===== src/daq_tx_pkg.sv =====
`default_nettype none

package daq_tx_pkg;

	localparam int WORD_W = 16;
	localparam int K_W    = 2;	// One flag per octet, bit 0 is the low octet

	////////////////////////////////////////
	// Octet codes
	////////////////////////////////////////
	localparam logic [7:0] K28_5    = 8'hBC;
	localparam logic [7:0] D16_2    = 8'h50;
	localparam logic [7:0] K27_7    = 8'hFB;	// /S/ Start of Packet
	localparam logic [7:0] K29_7    = 8'hFD;	// /T/ End of Packet
	localparam logic [7:0] K23_7    = 8'hF7;	// /R/ Carrier extend
	localparam logic [7:0] PRMBL    = 8'h55;
	localparam logic [7:0] SOF_BYTE = 8'hD5;

	// Frame words, high octet on the left
	localparam logic [WORD_W-1:0] IDLE2    = {D16_2, K28_5};	// K 01
	localparam logic [WORD_W-1:0] SOP_PRE  = {PRMBL, K27_7};	// K 01
	localparam logic [WORD_W-1:0] PREAMBLE = {PRMBL, PRMBL};	// K 00
	localparam logic [WORD_W-1:0] SOF_PRE  = {SOF_BYTE, PRMBL};	// K 00
	localparam logic [WORD_W-1:0] EOP_EXT  = {K23_7, K29_7};	// K 11
	localparam logic [WORD_W-1:0] CAR_EXT  = {K23_7, K23_7};	// K 11

	// Frame ROM index
	typedef enum logic [2:0]
	{
		ROM_IDLE = 3'd0,
		ROM_SOP  = 3'd1,
		ROM_PRE  = 3'd2,
		ROM_SOF  = 3'd3,
		ROM_FILL = 3'd4,
		ROM_EOP  = 3'd5,
		ROM_EXT  = 3'd6
	} rom_addr_t;

	// Output word, built per octet and sent whole
	typedef union packed
	{
		logic [WORD_W-1:0] word;
		struct packed
		{
			logic [7:0] hi_oct;
			logic [7:0] lo_oct;
		} oct;
	} tx_word_u;

	// Ethernet CRC-32, reflected form
	localparam logic [31:0] CRC_POLY = 32'hEDB88320;
	localparam logic [31:0] CRC_INIT = 32'hFFFFFFFF;

	localparam int                   PKT_LEN_W   = 10;
	localparam logic [PKT_LEN_W-1:0] PKT_LEN_RST = 10'd800;

endpackage

`default_nettype wire


===== src/daq_crc_if.sv =====
`timescale 1ns/1ps
`default_nettype none

interface daq_crc_if;
	import daq_tx_pkg::*;

	logic              init;	// Reload CRC_INIT
	logic              calc;	// Fold data on this edge
	logic [WORD_W-1:0] data;
	logic [31:0]       crc;	// Complemented remainder

	modport pipe
	(
		output init,
		output calc,
		output data,
		input  crc
	);

	modport engine
	(
		input  init,
		input  calc,
		input  data,
		output crc
	);

endinterface

`default_nettype wire


===== src/daq_rst_sync.sv =====
`timescale 1ns/1ps
`default_nettype none

module daq_rst_sync #(
	parameter int RST_STAGES = 4
)
(
	input  wire  usr_clk_wordwise,
	input  wire  arst,
	input  wire  pll_lock_i,
	output logic word_rst_o
);

	logic [RST_STAGES-1:0] rst_sr;

	// Preset on arst, then drains zeros only while the PLL holds lock
	always_ff @(posedge usr_clk_wordwise or posedge arst)
	begin
		if (arst)
			rst_sr <= '1;
		else if (pll_lock_i)
			rst_sr <= {rst_sr[RST_STAGES-2:0], 1'b0};
	end

	assign word_rst_o = rst_sr[RST_STAGES-1];	// Released RST_STAGES clocks after lock

endmodule

`default_nettype wire


===== src/daq_crc32.sv =====
`timescale 1ns/1ps
`default_nettype none

module daq_crc32
(
	input wire        usr_clk_wordwise,
	input wire        arst,
	daq_crc_if.engine crc_if
);
	import daq_tx_pkg::*;

	logic [31:0] crc_r;	// Running remainder

	// Bit serial reflected update unrolled over one word
	// Index 0 first, so the low octet goes ahead of the high octet
	function automatic logic [31:0] crc_fold
	(
		input logic [31:0]       crc_in,
		input logic [WORD_W-1:0] data
	);
		logic [31:0] acc;
		acc = crc_in;
		for (int i = 0; i < WORD_W; i++)
		begin
			if (acc[0] ^ data[i])
				acc = (acc >> 1) ^ CRC_POLY;
			else
				acc = acc >> 1;
		end
		return acc;
	endfunction

	////////////////////////////////////////
	// Remainder register
	////////////////////////////////////////
	always_ff @(posedge usr_clk_wordwise or posedge arst)
	begin
		if (arst)
			crc_r <= CRC_INIT;
		else if (crc_if.init)
			crc_r <= CRC_INIT;	// Start of a new frame
		else if (crc_if.calc)
			crc_r <= crc_fold(crc_r, crc_if.data);
	end

	// FCS goes out inverted
	assign crc_if.crc = ~crc_r;

endmodule

`default_nettype wire


===== src/daq_frame_fsm.sv =====
`timescale 1ns/1ps
`default_nettype none

module daq_frame_fsm #(
	parameter int IPG_WORDS = 6
)
(
	input  wire                   usr_clk_wordwise,
	input  wire                   arst,
	input  wire                   word_rst_i,
	input  wire                   txd_vld_i,
	output logic                  tx_ack_o,
	output daq_tx_pkg::rom_addr_t rom_addr_o,
	output logic                  crc_dv_o,
	output logic                  clr_crc_o
);
	import daq_tx_pkg::*;

	localparam int GAP_W = (IPG_WORDS > 1) ? $clog2(IPG_WORDS) : 1;

	// State codes
	localparam logic [3:0] ST_IDLE = 4'd0;
	localparam logic [3:0] ST_SOP  = 4'd1;
	localparam logic [3:0] ST_PRE1 = 4'd2;
	localparam logic [3:0] ST_PRE2 = 4'd3;
	localparam logic [3:0] ST_SOF  = 4'd4;
	localparam logic [3:0] ST_DATA = 4'd5;
	localparam logic [3:0] ST_CRC1 = 4'd6;
	localparam logic [3:0] ST_CRC2 = 4'd7;
	localparam logic [3:0] ST_EOP  = 4'd8;
	localparam logic [3:0] ST_EXT  = 4'd9;
	localparam logic [3:0] ST_GAP  = 4'd10;

	logic [3:0]       state;
	logic [3:0]       state_nxt;
	logic [GAP_W-1:0] gap_cnt;	// Inter packet gap words left

	////////////////////////////////////////
	// State register and next state
	////////////////////////////////////////
	always_ff @(posedge usr_clk_wordwise or posedge arst)
	begin
		if (arst)
			state <= ST_IDLE;
		else
			state <= state_nxt;
	end

	always_comb
	begin
		state_nxt = state;
		case (state)
			ST_IDLE:
				if (txd_vld_i)
					state_nxt = ST_SOP;
			ST_SOP:  state_nxt = ST_PRE1;
			ST_PRE1: state_nxt = ST_PRE2;
			ST_PRE2: state_nxt = ST_SOF;
			ST_SOF:  state_nxt = ST_DATA;
			ST_DATA:
				if (!txd_vld_i)
					state_nxt = ST_CRC1;	// First cycle with valid low
			ST_CRC1: state_nxt = ST_CRC2;
			ST_CRC2: state_nxt = ST_EOP;
			ST_EOP:  state_nxt = ST_EXT;
			ST_EXT:  state_nxt = ST_GAP;
			ST_GAP:
				if (gap_cnt == '0)
					state_nxt = ST_IDLE;
			default: state_nxt = ST_IDLE;
		endcase
		if (word_rst_i)
			state_nxt = ST_IDLE;	// Park until the word reset clears
	end

	always_ff @(posedge usr_clk_wordwise or posedge arst)
	begin
		if (arst)
			gap_cnt <= '0;
		else if (state == ST_EXT)
			gap_cnt <= GAP_W'(IPG_WORDS - 1);
		else if (gap_cnt != '0)
			gap_cnt <= gap_cnt - 1'b1;
	end

	////////////////////////////////////////
	// ROM address
	////////////////////////////////////////
	// DATA keeps the cycle in which valid drops, so the two CRC words take
	// the output slots of DATA and CRC1. From CRC2 on each state launches
	// the word that follows in the frame.
	always_comb
	begin
		case (state)
			ST_SOP:  rom_addr_o = ROM_SOP;
			ST_PRE1: rom_addr_o = ROM_PRE;
			ST_PRE2: rom_addr_o = ROM_PRE;
			ST_SOF:  rom_addr_o = ROM_SOF;
			ST_DATA: rom_addr_o = ROM_FILL;
			ST_CRC1: rom_addr_o = ROM_FILL;	// K flag for the CRC high half
			ST_CRC2: rom_addr_o = ROM_EOP;
			ST_EOP:  rom_addr_o = ROM_EXT;
			default: rom_addr_o = ROM_IDLE;	// EXT, GAP and IDLE
		endcase
	end

	assign tx_ack_o  = (state == ST_SOF);	// User starts data next cycle
	assign clr_crc_o = (state == ST_SOF);
	assign crc_dv_o  = (state == ST_DATA);

endmodule

`default_nettype wire


===== src/daq_frame_mux.sv =====
`timescale 1ns/1ps
`default_nettype none

module daq_frame_mux
(
	input  wire                                 usr_clk_wordwise,
	input  wire                                 arst,
	input  wire                                 word_rst_i,
	input  wire [daq_tx_pkg::WORD_W-1:0]        txd_i,
	input  wire                                 txd_vld_i,
	input  wire daq_tx_pkg::rom_addr_t          rom_addr_i,
	input  wire                                 crc_dv_i,
	input  wire                                 clr_crc_i,
	daq_crc_if.pipe                             crc_if,
	output logic [daq_tx_pkg::WORD_W-1:0]       tx_data_o,
	output logic [daq_tx_pkg::K_W-1:0]          tx_k_o,
	output logic [daq_tx_pkg::PKT_LEN_W-1:0]    pkt_len_o
);
	import daq_tx_pkg::*;

	logic                 crc_calc;
	tx_word_u             rom_word;
	logic [K_W-1:0]       rom_k;
	logic [WORD_W-1:0]    data_d1;
	logic                 crc_calc_d1;
	logic                 vld_d1;
	logic                 crc_lo_sel;	// Low CRC half into output reg
	logic                 crc_hi_sel;
	tx_word_u             out_word;
	logic [K_W-1:0]       out_k;
	logic [PKT_LEN_W-1:0] len_cnt;

	assign crc_calc    = crc_dv_i & txd_vld_i;
	assign crc_if.init = clr_crc_i;
	assign crc_if.calc = crc_calc;
	assign crc_if.data = txd_i;

	////////////////////////////////////////
	// Frame ROM and K flag ROM
	////////////////////////////////////////
	always_ff @(posedge usr_clk_wordwise)
	begin
		case (rom_addr_i)
			ROM_SOP:
			begin
				rom_word.oct.hi_oct <= PRMBL;
				rom_word.oct.lo_oct <= K27_7;
				rom_k               <= 2'b01;
			end
			ROM_PRE:
			begin
				rom_word.oct.hi_oct <= PRMBL;
				rom_word.oct.lo_oct <= PRMBL;
				rom_k               <= 2'b00;
			end
			ROM_SOF:
			begin
				rom_word.oct.hi_oct <= SOF_BYTE;
				rom_word.oct.lo_oct <= PRMBL;
				rom_k               <= 2'b00;
			end
			ROM_FILL:
			begin
				rom_word.word <= '0;	// Replaced by data or CRC
				rom_k         <= 2'b00;
			end
			ROM_EOP:
			begin
				rom_word.oct.hi_oct <= K23_7;
				rom_word.oct.lo_oct <= K29_7;
				rom_k               <= 2'b11;
			end
			ROM_EXT:
			begin
				rom_word.oct.hi_oct <= K23_7;
				rom_word.oct.lo_oct <= K23_7;
				rom_k               <= 2'b11;
			end
			default:
			begin
				rom_word.oct.hi_oct <= D16_2;	// Idle /I2/
				rom_word.oct.lo_oct <= K28_5;
				rom_k               <= 2'b01;
			end
		endcase
	end

	// Data path delay to line up with the ROM
	always_ff @(posedge usr_clk_wordwise)
	begin
		data_d1 <= txd_i;
	end

	always_ff @(posedge usr_clk_wordwise or posedge arst)
	begin
		if (arst)
		begin
			vld_d1      <= 1'b0;
			crc_calc_d1 <= 1'b0;
			crc_lo_sel  <= 1'b0;
			crc_hi_sel  <= 1'b0;
		end
		else
		begin
			vld_d1      <= txd_vld_i;
			crc_calc_d1 <= crc_calc;
			crc_lo_sel  <= crc_dv_i & vld_d1 & ~txd_vld_i;	// Trailing edge of valid
			crc_hi_sel  <= crc_lo_sel;
		end
	end

	////////////////////////////////////////
	// Output register
	////////////////////////////////////////
	always_ff @(posedge usr_clk_wordwise or posedge arst)
	begin
		if (arst)
		begin
			out_word.word <= IDLE2;
			out_k         <= 2'b01;
		end
		else if (word_rst_i)
		begin
			out_word.word <= IDLE2;	// Idles until the link is up
			out_k         <= 2'b01;
		end
		else
		begin
			out_k <= rom_k;
			if (crc_lo_sel)
				out_word.word <= crc_if.crc[WORD_W-1:0];
			else if (crc_hi_sel)
				out_word.word <= crc_if.crc[2*WORD_W-1:WORD_W];
			else if (crc_calc_d1)
				out_word.word <= data_d1;
			else
				out_word.word <= rom_word.word;
		end
	end

	assign tx_data_o = out_word.word;
	assign tx_k_o    = out_k;

	// Packet length, captured as the low CRC half is loaded
	always_ff @(posedge usr_clk_wordwise or posedge arst)
	begin
		if (arst)
		begin
			len_cnt   <= '0;
			pkt_len_o <= PKT_LEN_RST;
		end
		else
		begin
			if (clr_crc_i)
				len_cnt <= '0;
			else if (crc_calc)
				len_cnt <= len_cnt + 1'b1;
			if (crc_lo_sel)
				pkt_len_o <= len_cnt;
		end
	end

endmodule

`default_nettype wire


===== src/daq_tx_top.sv =====
`timescale 1ns/1ps
`default_nettype none

module daq_tx_top #(
	parameter int IPG_WORDS  = 6,
	parameter int RST_STAGES = 4
)
(
	input  wire                                 usr_clk_wordwise,
	input  wire                                 arst,
	input  wire                                 pll_lock_i,
	input  wire [daq_tx_pkg::WORD_W-1:0]        txd_i,
	input  wire                                 txd_vld_i,
	output logic                                tx_ack_o,
	output logic [daq_tx_pkg::WORD_W-1:0]       tx_data_o,
	output logic [daq_tx_pkg::K_W-1:0]          tx_k_o,
	output logic [daq_tx_pkg::PKT_LEN_W-1:0]    pkt_len_o
);
	import daq_tx_pkg::*;

	logic      word_rst;	// Held until the TX PLL locks
	rom_addr_t rom_addr;
	logic      crc_dv;
	logic      clr_crc;

	daq_crc_if crc_bus ();

	daq_rst_sync #(
		.RST_STAGES (RST_STAGES)
	)
	rst_sync_i
	(
		.usr_clk_wordwise (usr_clk_wordwise),
		.arst             (arst),
		.pll_lock_i       (pll_lock_i),
		.word_rst_o       (word_rst)
	);

	daq_frame_fsm #(
		.IPG_WORDS (IPG_WORDS)
	)
	frame_fsm_i
	(
		.usr_clk_wordwise (usr_clk_wordwise),
		.arst             (arst),
		.word_rst_i       (word_rst),
		.txd_vld_i        (txd_vld_i),
		.tx_ack_o         (tx_ack_o),
		.rom_addr_o       (rom_addr),
		.crc_dv_o         (crc_dv),
		.clr_crc_o        (clr_crc)
	);

	daq_frame_mux frame_mux_i
	(
		.usr_clk_wordwise (usr_clk_wordwise),
		.arst             (arst),
		.word_rst_i       (word_rst),
		.txd_i            (txd_i),
		.txd_vld_i        (txd_vld_i),
		.rom_addr_i       (rom_addr),
		.crc_dv_i         (crc_dv),
		.clr_crc_i        (clr_crc),
		.crc_if           (crc_bus.pipe),
		.tx_data_o        (tx_data_o),
		.tx_k_o           (tx_k_o),
		.pkt_len_o        (pkt_len_o)
	);

	daq_crc32 crc32_i
	(
		.usr_clk_wordwise (usr_clk_wordwise),
		.arst             (arst),
		.crc_if           (crc_bus.engine)
	);

endmodule

`default_nettype wire


===== config.mk =====
export PLATFORM = sky130hd
export DESIGN_NAME = daq_tx_top
export DESIGN_NICKNAME = d
export VERILOG_FILES = /design/src/daq_tx_pkg.sv /design/src/daq_crc_if.sv /design/src/daq_rst_sync.sv /design/src/daq_crc32.sv /design/src/daq_frame_fsm.sv /design/src/daq_frame_mux.sv /design/src/daq_tx_top.sv
export SDC_FILE = /design/constraint.sdc
export NUM_CORES = 1
export LEC_CHECK = 0
export BUFFER_PORTS_ARGS = -buffer_cell sky130_fd_sc_hd__buf_2
export CORE_MARGIN = 2
export CORE_UTILIZATION = 50
export CTS_BUF_LIST = sky130_fd_sc_hd__clkbuf_8
export DETAILED_ROUTE_END_ITERATION = 6
export PLACE_DENSITY = 0.76
export RECOVER_POWER = 100
export SETUP_SLACK_MARGIN = 0.2
export SLEW_MARGIN = 20
export SYNTH_ARGS = -nofsm -noshare
export SYNTH_HDL_FRONTEND = slang
export SYNTH_SLANG_ARGS = --single-unit
export TNS_END_PERCENT = 100

===== constraint.sdc =====
create_clock -name usr_clk_wordwise -period 2.7 [get_ports usr_clk_wordwise]
set_input_delay 0.27 -clock usr_clk_wordwise [delete_from_list [all_inputs] [get_ports usr_clk_wordwise]]
set_output_delay 0.27 -clock usr_clk_wordwise [all_outputs]
set_load 0.02 [all_outputs]

==> results of run 1 <==
-- placed cells by master (no fill, tap or decap), types with 3 or more instances in the layout --
master,netlist,final
or3_1,3,3
a21oi_1,44,44
o21ai_0,20,20
nand3b_1,3,3
dlygate4sd3_1,0,11
inv_1,16,15
and3_1,3,3
nand2_1,30,30
dfstp_2,47,45
xor2_2,6,7
dfxtp_1,25,25
xor2_4,1,5
a211oi_1,25,25
xnor2_1,93,85
dfrtp_1,38,37
nor3_1,4,4
ha_1,8,7
inv_6,0,3
nand3_1,8,8
buf_4,0,40
xnor2_2,7,13
xnor3_1,4,3
nor2_1,53,53
clkbuf_8,0,10
mux2_2,14,14
nand4_1,3,3
xnor2_4,7,9
clkbuf_1,23,49
a22oi_1,5,5
xor2_1,34,29
nand2b_1,16,16
nor2b_1,18,18
-- flip-flops by register name, summed over array words and instances (netlist names) --
register                 count
crc32_i.crc_r               32
frame_mux_i.data_d1         16
frame_mux_i.tx_data_o       16
frame_mux_i.len_cnt         10
frame_mux_i.pkt_len_o       10
frame_mux_i.rom_word         8
frame_fsm_i.state            4
rst_sync_i.rst_sr            4
frame_fsm_i.gap_cnt          3
frame_mux_i.tx_k_o           2
frame_mux_i.crc_calc_d1      1
frame_mux_i.crc_hi_sel       1
frame_mux_i.crc_lo_sel       1
frame_mux_i.rom_k            1
frame_mux_i.vld_d1           1
-- worst max-delay path, delay by kind of cell, from the launching register on --
family | cells | cell delay (ps)
simple gates | 2 | 440
buf+inv | 1 | 170
flops | 1 | 670
xor+xnor | 5 | 1220
-- final timing paths --
path	from	endpoint	depth (start not counted)
max	crc32_i.crc_r[3]$_DFFE_PP1P_	crc32_i.crc_r[26]$_DFFE_PP1P_	8
min	pll_lock_i	rst_sync_i.rst_sr[0]$_DFFE_PP1P_	2
max reg2reg	crc32_i.crc_r[3]$_DFFE_PP1P_	crc32_i.crc_r[26]$_DFFE_PP1P_	8
min reg2reg	frame_mux_i.rom_k[0]$_DFF_P_	frame_mux_i.tx_k_o[0]$_DFF_PP1_	1
max in group asynchronous	arst	frame_mux_i.crc_hi_sel$_DFF_PP0_	4
min in group asynchronous	arst	frame_mux_i.pkt_len_o[4]$_DFFE_PP0P_	4
-- layer usage --
metal / track usage (%) / vias to the layer above
li1: - / 2112
met1: 30.4 / 2143
met2: 39.6 / 95
met3: 5.54 / 22
met4: 6.59 / 0
met5: 0 / -
-- cell type report --
type	count	area (sq um)
clock inverter	6	83.8
multi-input combinational	432	3490
tap	147	184
sequential	110	2690
inverter	16	61.3
timing repair buffer	106	642
clock buffer	10	138
fill	1017	4720
-- repair_timing --
action,CTS,global route
hold buffers,10,1
endpoints found under the hold margin,47,1
setup buffers,6,12
setup endpoints to repair,16,16
gates resized for setup,9,16
pin swaps,4,13
gates cloned,0,0
-- stage by stage --
stage               setup WS (ps)  hold WS, ps  cell area [sq um]  setup TNS [ps]  util (%)
global placement             21.3          399               6720               0      56.0
global route                 30.0         15.8               7290               0      60.7
finish                        150         33.0               7290               0      60.7
CTS                           108         8.90               7160               0      59.6
floorplan                     210          298               6150               0         -
detailed placement          -29.0          404               6720           -29.0      56.0
-- cells by family after synthesis --
| kind of cell | count (synthesis) | synth area share, % |
|---|---|---|
| mux | 16 | 2.89 |
| fa+ha+maj | 8 | 1.63 |
| flops | 110 | 43.7 |
| buf+inv | 41 | 2.50 |
| xor+xnor | 154 | 27.4 |
| simple gates | 145 | 11.2 |
| compound gates | 109 | 10.7 |
==> results by group, run 1 <==
Timing
  – Pins over their slew limit: 0
  – Final worst-path cycle share: a little over nine tenths
  – Worst rel slew slack: between 20% and 30%
  – # setup viols final: 0
  – Worst Skew: about 16 ps
  – Slew @ Worst Pin: 1190 ps
  – Final critical-path required period: approximately 2600 ps
  – Fmax: 0.392 GHz
  – Unrepaired setup endpoints after global routing: true
  – Final hold violation count: 0

Drt
  – Final wirelength: around 15000 microns
  – M1 wire length: roughly 6500 microns
  – Final ANT Viol Nets: 0
  – Vias: approximately 4400
  – Met3 WL: around 510 microns
  – DR DRC count: 0
  – DR iter-0 viols: between 200 and 250
  – Drt wl/cell: ~18 microns
  – Drt first pass iters: 5
  – Detailed-route vias per instance: 5.29
  – WL met2: ~7500 microns
  – Top routing layer in use: met4

Final layout
  – Ant diodes: 0
  – Nets: about 700
  – Layout Cells excl Fill: ~830
  – Synth-to-layout area growth: 18.5%
  – Ratio of cells with drive above 1 in the final layout: 24.0%

Global routing
  – Vias in the first global route: ~4400
  – Global-route wire length before repair: approximately 23000 microns
  – Initial antenna violation count: 0
  – Largest net degree at the start of global routing: 86
  – GRT Total Usage: about a quarter
  – Overflow after GRT: 0

Place
  – Port bufs: 48
  – Final HPWL from detailed placement: 10200 microns
  – Dpl cells: slightly below 800
  – Placer Congestion: slightly above 0.9

Worst setup path
  – Req. time, crit path: a little over 3000 ps
  – Crit-path max FO: 5
  – CP endpoint kind: register
  – Critical path's slowest cell: dfstp_1
  – Most common cell on crit path: xnor2_4
  – Slowest stage delay, CP: 670 ps
  – Crit path kind: reg2reg
  – Critical Path AT: 2900 ps
  – R2R setup slack: approximately 150 ps
  – Crit path launch type: register
  – Crit path cell chain: xnor2_4, xnor2_4, buf_4, xnor2_1, xnor3_2, xnor2_4, or3_1, nand3b_1

Die
  – Ports: slightly below 50
  – Row count: 40
  – Die X: between 100 and 150 microns
  – CORE AREA: between 0.01 and 0.015 sq mm
  – Die Ht: 115 microns
  – Starting Density: between 50 and 60%
  – Die area: around 0.013 sq mm

Clock tree
  – H-tree levels: 3
  – Clk sinks: between 100 and 150
  – Root buffer cell: clkbuf_8
  – Clk slew on worst S/H paths: 120 ps
  – TritonCTS clock tree: yes
  – CTS buffer count: 9
  – Worst-skew pair later-pin latency: between 400 and 500 ps
  – Clock Path Buffers: 2

Synth
  – Sequential element share of the synthesized area: between 40% and 50%
  – Syn. warnings: 0
  – Synthesized net count: between 600 and 700
  – Synth Instances: 583
  – Yosys reg bits: between 100 and 150
  – Synth Area per Inst: between 10 and 15 sq um
  – EDFF count, synth: 0
  – Share of the synthesized area in the top cell type: approximately a fifth
  – Most common library cells after synthesis: 93 x xnor2_1, 53 x nor2_1, 47 x dfstp_2, 44 x a21oi_1, 38 x dfrtp_1
  – Synth area leader: dfstp_2
  – Most common cell in the synthesized netlist: xnor2_1
  – Top post-synthesis cells by area: dfstp_2 20%, dfrtp_1 15%, xnor2_1 13%
  – Distinct cells, synth: between 40 and 50
  – Post-Synthesis Cell Area: about 0.0061 sq mm
  – Post-synth ARST share: slightly below 80%
  – Primary FF master, synth: dfstp_2

Job
  – Max Cap Viol: 0

Run status
  – Status: finished clean

Hold path
  – Hold Crit Class: in2reg
Power of run 1 is left out: the tool's default activity adds up to more than one toggle a clock period on the data nets, which glitch-free logic cannot reach.
==> run 2: changes to the inputs <==
Settings changed: ABC_AREA from default to 1.
==> results by group, run 2 <==
Global routing
  – GRT Total Usage: 27.2% (+3.7 points)
  – Overflow after GRT: 0 (unchanged)
  – Initial antenna violation count: 0 (unchanged)
  – Vias in the first global route: 6079 (+38%)
  – Global-route wire length before repair: 31300 microns (+34%)
  – Largest net degree at the start of global routing: 52 (-40%)

Run status
  – Violated checks: capacitance limit
  – Status: complete, but fails checks

Hold path
  – Hold path depth: 1 (-1)
  – Hold Crit Class: in2reg

Die
  – Row count: 43 (+7.5%)
  – Die Ht: 123 microns (+7.0%)
  – CORE AREA: 0.0138 sq mm (+15%)
  – Die X: 123 microns (+7.0%)
  – Ports: 49 (unchanged)
  – Die area: 0.0151 sq mm (+15%)
  – Starting Density: 51.2% (about the same)

Synth
  – Mux share of post-synthesis cell area: 0.159% (-2.7 points)
  – Synth Instances: 995 (+71%)
  – Sequential element share of the synthesized area: 38.0% (-5.7 points)
  – Post-Synthesis Cell Area: 0.00707 sq mm (+15%)
  – Most common cell in the synthesized netlist: nand2_1
  – Main combinational cell family by area after synthesis: simple AND/OR/NAND/NOR gates
  – Primary FF master, synth: dfstp_2
  – Post-synthesis simple-gate area fraction: 36.4% (+25 points)
  – Synth area leader: nand2_1
  – Synth Area per Inst: 7.11 sq um (-33%)
  – Synth Area in Adders: 1.41% (-0.21 points)
  – EDFF count, synth: 0 (unchanged)
  – Distinct cells, synth: 47 (+6.8%)
  – Yosys reg bits: 110 (unchanged)
  – Share of the synthesized area in the top cell type: 18.9% (-1.2 points)
  – Most common library cells after synthesis: 356 x nand2_1, 102 x inv_1, 87 x nand3_1, 50 x a21oi_1, 47 x dfstp_2
  – Xor/xnor cell area share of the yosys netlist: 7.09% (-20 points)
  – Post-synth ARST share: 77.3% (unchanged)
  – Syn. warnings: 0 (unchanged)
  – Synthesized net count: 1023 (+67%)
  – Synth Area in Compound Gates: 8.97% (-1.8 points)
  – Top post-synthesis cells by area: nand2_1 19%, dfstp_2 17%, dfrtp_1 13%

Worst setup path
  – R2R depth: 13 (+5)
  – Critical Path AT: 2160 ps (-740 ps)
  – CP endpoint kind: primary output
  – Crit path launch type: register
  – Crit path kind: reg2out
  – Req. time, crit path: 2430 ps (-620 ps)
  – Crit-path max FO: 11 (+6)

Timing
  – Final hold violation count: 0 (unchanged)
  – # setup viols final: 0 (unchanged)
  – Worst Skew: 15.9 ps (+0.239 ps)
  – Final critical-path required period: 2430 ps (-120 ps)
  – Setup TNS: 0 ps (unchanged)
  – Final worst-path cycle share: 90.0% (-4.4 points)
  – Unrepaired setup endpoints after global routing: false
  – Worst setup margin: 269 ps (+120 ps)
  – Pins over their slew limit: 0 (unchanged)
  – Worst rel slew slack: 0.605% (-20 points)
  – Fmax: 0.411 GHz (+4.9%)
  – Final hold slack: 37.0 ps (+3.99 ps)
  – Slew @ Worst Pin: 1480 ps (+289 ps)

Drt
  – Vias: 6547 (+50%)
  – DR iter-0 viols: 544 (+130%)
  – Final wirelength: 19500 microns (+33%)
  – Detailed-route vias per instance: 5.30 (+0.28%)
  – Drt first pass iters: 6 (+1)
  – Drt wl/cell: 15.8 microns (-11%)
  – DR DRC count: 0 (unchanged)
  – Final ANT Viol Nets: 0 (unchanged)

Job
  – Max Cap Viol: 1 (+1)

Power
  – VDD IR max: 0.000525 V
  – PD cells: approximately 1200 mW/mm^2
  – Leak: 0.00389 uW

Clock tree
  – Clock Path Buffers: 2 (unchanged)
  – Clk slew on worst S/H paths: 110 ps (about the same)
  – TritonCTS clock tree: yes
  – Clk sinks: 110 (unchanged)
  – Worst-skew pair later-pin latency: 410 ps (about the same)
  – Setup bufs post-CTS: 0 (-6)
  – H-tree levels: 3 (unchanged)
  – CTS buffer count: 9 (unchanged)
  – Root buffer cell: clkbuf_8

Place
  – Port bufs: 48 (unchanged)
  – Final HPWL from detailed placement: 14800 microns (+45%)
  – Dpl cells: 1212 (+55%)
  – Placer Congestion: 0.956 (+4.3%)
  – Worst slack at placement: 351 ps (+380 ps)

Final layout
  – Synth-to-layout area growth: 8.68%
  – Nets: 1078 (+53%)
  – Max FFs per register: 32 (unchanged)
  – Ratio of cells with drive above 1 in the final layout: 15.3% (-8.7 points)
  – Ant diodes: 0 (unchanged)
  – Most common cell after layout, fill and taps aside: nand2_1
  – Biggest register: crc32_i.crc_r
  – Commonest non-fill, non-tap cells in the layout: 360 x nand2_1, 103 x inv_1, 87 x nand3_1
  – Layout Cells excl Fill: 1235 (+49%)
## run 2: what timing repair did
| action | 4_1_cts | 5_1_grt |
|---|---|---|
| hold buffers | 7 | 0 |
| resized for setup | 0 | 1 |
| hold endpoints to repair | 32 | 0 |
| endpoints found under the setup margin | 0 | 14 |
## run 2: logic make-up after synthesis
kind of cell,count (synthesis)
compound gates,119
xor+xnor,54
fa+ha+maj,8
buf+inv,142
flops,110
mux,1
simple gates,561
## run 2: cell type report
cell class / instances / area, sq um
Clock buffer: 9 / 124
Sequential cell: 110 / 2690
Inverter: 123 / 473
Clock inverter: 7 / 63.8
Multi-Input combinational cell: 743 / 3810
Timing Repair Buffer: 63 / 305
Tap cell: 180 / 225
Fill cell: 1322 / 6140
## run 2: path summary, 6_finish.rpt
check	slack [ps]	to	startpoint
max	270	tx_ack_o	frame_fsm_i.state[0]$_DFFE_PP0P_
min	40	frame_mux_i.data_d1[4]$_DFF_P_	txd_i[4]
max reg2reg	290	crc32_i.crc_r[16]$_DFFE_PP1P_	frame_fsm_i.state[1]$_DFFE_PP0P_
min reg2reg	420	frame_mux_i.tx_k_o[0]$_DFF_PP1_	frame_mux_i.rom_k[0]$_DFF_P_
max in group asynchronous	550	frame_mux_i.tx_data_o[11]$_DFF_PP0_	arst
min in group asynchronous	740	frame_mux_i.len_cnt[7]$_DFFE_PP0P_	arst
## run 2: metrics by stage
step	util (%)	cell area, sq um	total power [uW]
after global placement	54.4	7520	8460
after floorplan	-	7070	7150
after global routing	55.6	7690	10400
after detailed placement	54.4	7520	8550
final	55.6	7690	9600
after CTS	56.3	7780	9590
## run 2: per-layer routing
metal | vias up | track usage, % | share of wire [%]
met5 | - | 0 | 0
met4 | 0 | 9.41 | 2.2
met3 | 34 | 3.32 | 6.1
met2 | 217 | 42.3 | 44
met1 | 3054 | 39.3 | 47
li1 | 3242 | - | -
## run 2: critical path: stages, from the launching register on
cell	delay, ps
dfrtp_1	420
inv_1	150
ha_1	280
inv_1	80
nor2_1	180
clkbuf_2	390
buf_2	240
## run 2: report_power, final
group	switching (uW)	internal [uW]
Clock	654	358
Combinational	4110	1950
Sequential	312	2210
Total	5080	4520
Power figures use the tool's default switching activity.
==> run 3: changes to the inputs <==
Settings changed: RECOVER_POWER 100 to 50.
==> results by group, run 3 (synthesized netlist as in run 2, its figures left out) <==
Drt
  – Final ANT Viol Nets: 0 (unchanged)
  – DR iter-0 viols: 590 (+8.5%)
  – Final wirelength: 19500 microns (-0.11%)
  – Vias: 6545 (-0.031%)
  – Drt first pass iters: 5 (-1)
  – Detailed-route vias per instance: 5.30 (about the same)
  – DR DRC count: 0 (unchanged)
  – Drt wl/cell: 15.8 microns (-0.11%)

Final layout
  – Biggest register: crc32_i.crc_r
  – Synth-to-layout area growth: 9.21%
  – Ant diodes: 0 (unchanged)
  – Max FFs per register: 32 (unchanged)
  – Ratio of cells with drive above 1 in the final layout: 17.0% (+1.7 points)
  – Most common cell after layout, fill and taps aside: nand2_1
  – FILL cells: 1307 (-1.1%)
  – Commonest non-fill, non-tap cells in the layout: 356 x nand2_1, 102 x inv_1, 87 x nand3_1
  – Nets: 1078 (unchanged)

Worst setup path
  – Crit path cell chain: clkbuf_1, inv_1, buf_4, o21ai_0
  – R2R setup slack: 340 ps (+50 ps)
  – Crit-path max FO: 21 (+10)
  – CP endpoint kind: register
  – Critical path's slowest cell: clkbuf_1
  – Cell family with most CP delay: buffers and inverters
  – R2R depth: 4 (-9)
  – Crit path launch type: register
  – R2r startpoint: frame_mux_i.crc_lo_sel$_DFF_PP0_
  – CP Depth: 4 (-2)
  – Crit path kind: reg2reg
  – Worst reg2reg path endpoint: frame_mux_i.pkt_len_o[4]$_DFFE_PP0P_
  – Slowest stage delay, CP: 780 ps (+360 ps)
  – Req. time, crit path: 3020 ps (+590 ps)
  – Critical Path AT: 2690 ps (+530 ps)
  – Worst Setup SP: frame_mux_i.crc_lo_sel$_DFF_PP0_
  – CP Buf/Inv Count: 3 (-1)

Timing
  – Worst rel slew slack: 0.344% (-0.26 points)
  – Pins over their slew limit: 0 (unchanged)
  – Slew @ Worst Pin: 1490 ps (+3.90 ps)
  – Fmax: 0.423 GHz (+2.8%)
  – Unrepaired setup endpoints after global routing: false
  – Setup TNS: 0 ps (unchanged)
  – Final worst-path cycle share: 87.6% (-2.5 points)
  – # setup viols final: 0 (unchanged)
  – Final critical-path required period: 2360 ps (-66.7 ps)
  – Final hold violation count: 0 (unchanged)
  – Worst Skew: 13.9 ps (-1.98 ps)

Run status
  – Violated checks: capacitance limit
  – Status: complete, but fails checks

Global routing
  – Initial antenna violation count: 0 (unchanged)
  – Vias in the first global route: 6079 (unchanged)
  – Global-route wire length before repair: 31300 microns (unchanged)
  – Largest net degree at the start of global routing: 52 (unchanged)
  – GRT Total Usage: 27.2% (unchanged)
  – Overflow after GRT: 0 (unchanged)

Hold path
  – Hold Crit Class: in2reg
  – Hold path start: txd_i[4]
  – Hold path depth: 1 (unchanged)
  – Worst Hold Endpoint: frame_mux_i.data_d1[4]$_DFF_P_

Place
  – Placer Congestion: 0.956 (unchanged)
  – Final HPWL from detailed placement: 14800 microns (unchanged)
  – Port bufs: 48 (unchanged)

Clock tree
  – Setup bufs post-CTS: 0 (unchanged)
  – Root buffer cell: clkbuf_8
  – Clk sinks: 110 (unchanged)
  – CTS buffer count: 9 (unchanged)
  – Worst-skew pair later-pin latency: 410 ps (about the same)
  – Clk slew on worst S/H paths: 110 ps (about the same)
  – TritonCTS clock tree: yes
  – H-tree levels: 3 (unchanged)
  – Clock Path Buffers: 2 (unchanged)

Power
  – PD cells: 1250 mW/mm^2 (about the same)
  – Total power: 9630 uW (+0.41%)
  – Leak: 0.00392 uW (+0.82%)
  – VDD IR max: 0.000514 V (-2.2%)

Die
  – Die X: 123 microns (unchanged)
  – Ports: 49 (unchanged)
  – Starting Density: 51.2% (unchanged)
  – Die Ht: 123 microns (unchanged)
  – Row count: 43 (unchanged)
  – Die area: 0.0151 sq mm (unchanged)
  – CORE AREA: 0.0138 sq mm (unchanged)

Job
  – Max Cap Viol: 1 (unchanged)
## run 3: cell count changes in the layout (fill, tap and decap cells not counted), sizes merged
cell / change
buf: +13
clkbuf: -13
## run 3: how the worst max path moves through the flow
stage / end / slack (ps)
after global placement: crc32_i.crc_r[27]$_DFFE_PP1P_ / 360
after detailed placement: crc32_i.crc_r[27]$_DFFE_PP1P_ / 350
after CTS: crc32_i.crc_r[27]$_DFFE_PP1P_ / 320
final: frame_mux_i.pkt_len_o[4]$_DFFE_PP0P_ / 340
after floorplan: frame_fsm_i.gap_cnt[0]$_DFFE_PP0P_ / 310
after global routing: frame_mux_i.tx_data_o[11]$_DFF_PP0_ / 170
## run 3: layer usage
metal / vias to the layer above / part of all wire [%] / global-route usage, %
li1: 3236 / - / -
met1: 3076 / 47 / 39.3
met2: 205 / 45 / 42.3
met3: 28 / 5.9 / 3.32
met4: 0 / 2.0 / 9.41
met5: - / 0 / 0
## run 3: through the flow
| stage | utilization [%] | hold WS [ps] | worst slack, ps | cell area (sq um) | instances |
|---|---|---|---|---|---|
| floorplan | - | 298 | 314 | 7070 | 995 |
| global placement | 54.4 | 363 | 365 | 7520 | 1212 |
| detailed placement | 54.4 | 358 | 351 | 7520 | 1212 |
| CTS | 56.3 | 2.05 | 320 | 7780 | 1235 |
| global route | 55.9 | 38.7 | 165 | 7730 | 1235 |
| finish | 55.9 | 35.5 | 336 | 7730 | 1235 |
## run 3: power by group
| group | total, uW | switching, uW | internal (uW) |
|---|---|---|---|
| clock network | 1010 | 652 | 358 |
| registers | 2520 | 310 | 2210 |
| logic | 6110 | 4130 | 1970 |
## run 3: layout make-up
class | count | area (sq um) | share of cell area (%)
flip-flops and latches | 110 | 2690 | 34.8
well taps | 180 | 225 | 2.91
clock buffers | 9 | 124 | 1.60
clock inverters | 7 | 63.8 | 0.826
multi-input cells | 743 | 3830 | 49.6
repair buffers | 63 | 325 | 4.21
inverters | 123 | 473 | 6.12
## run 3: repair_timing
item | 4_1_cts | 5_1_grt
hold buffers | 7 | 0
resized for setup | 0 | 1
endpoints found under the hold margin | 32 | 0
endpoints found under the setup margin | 0 | 14
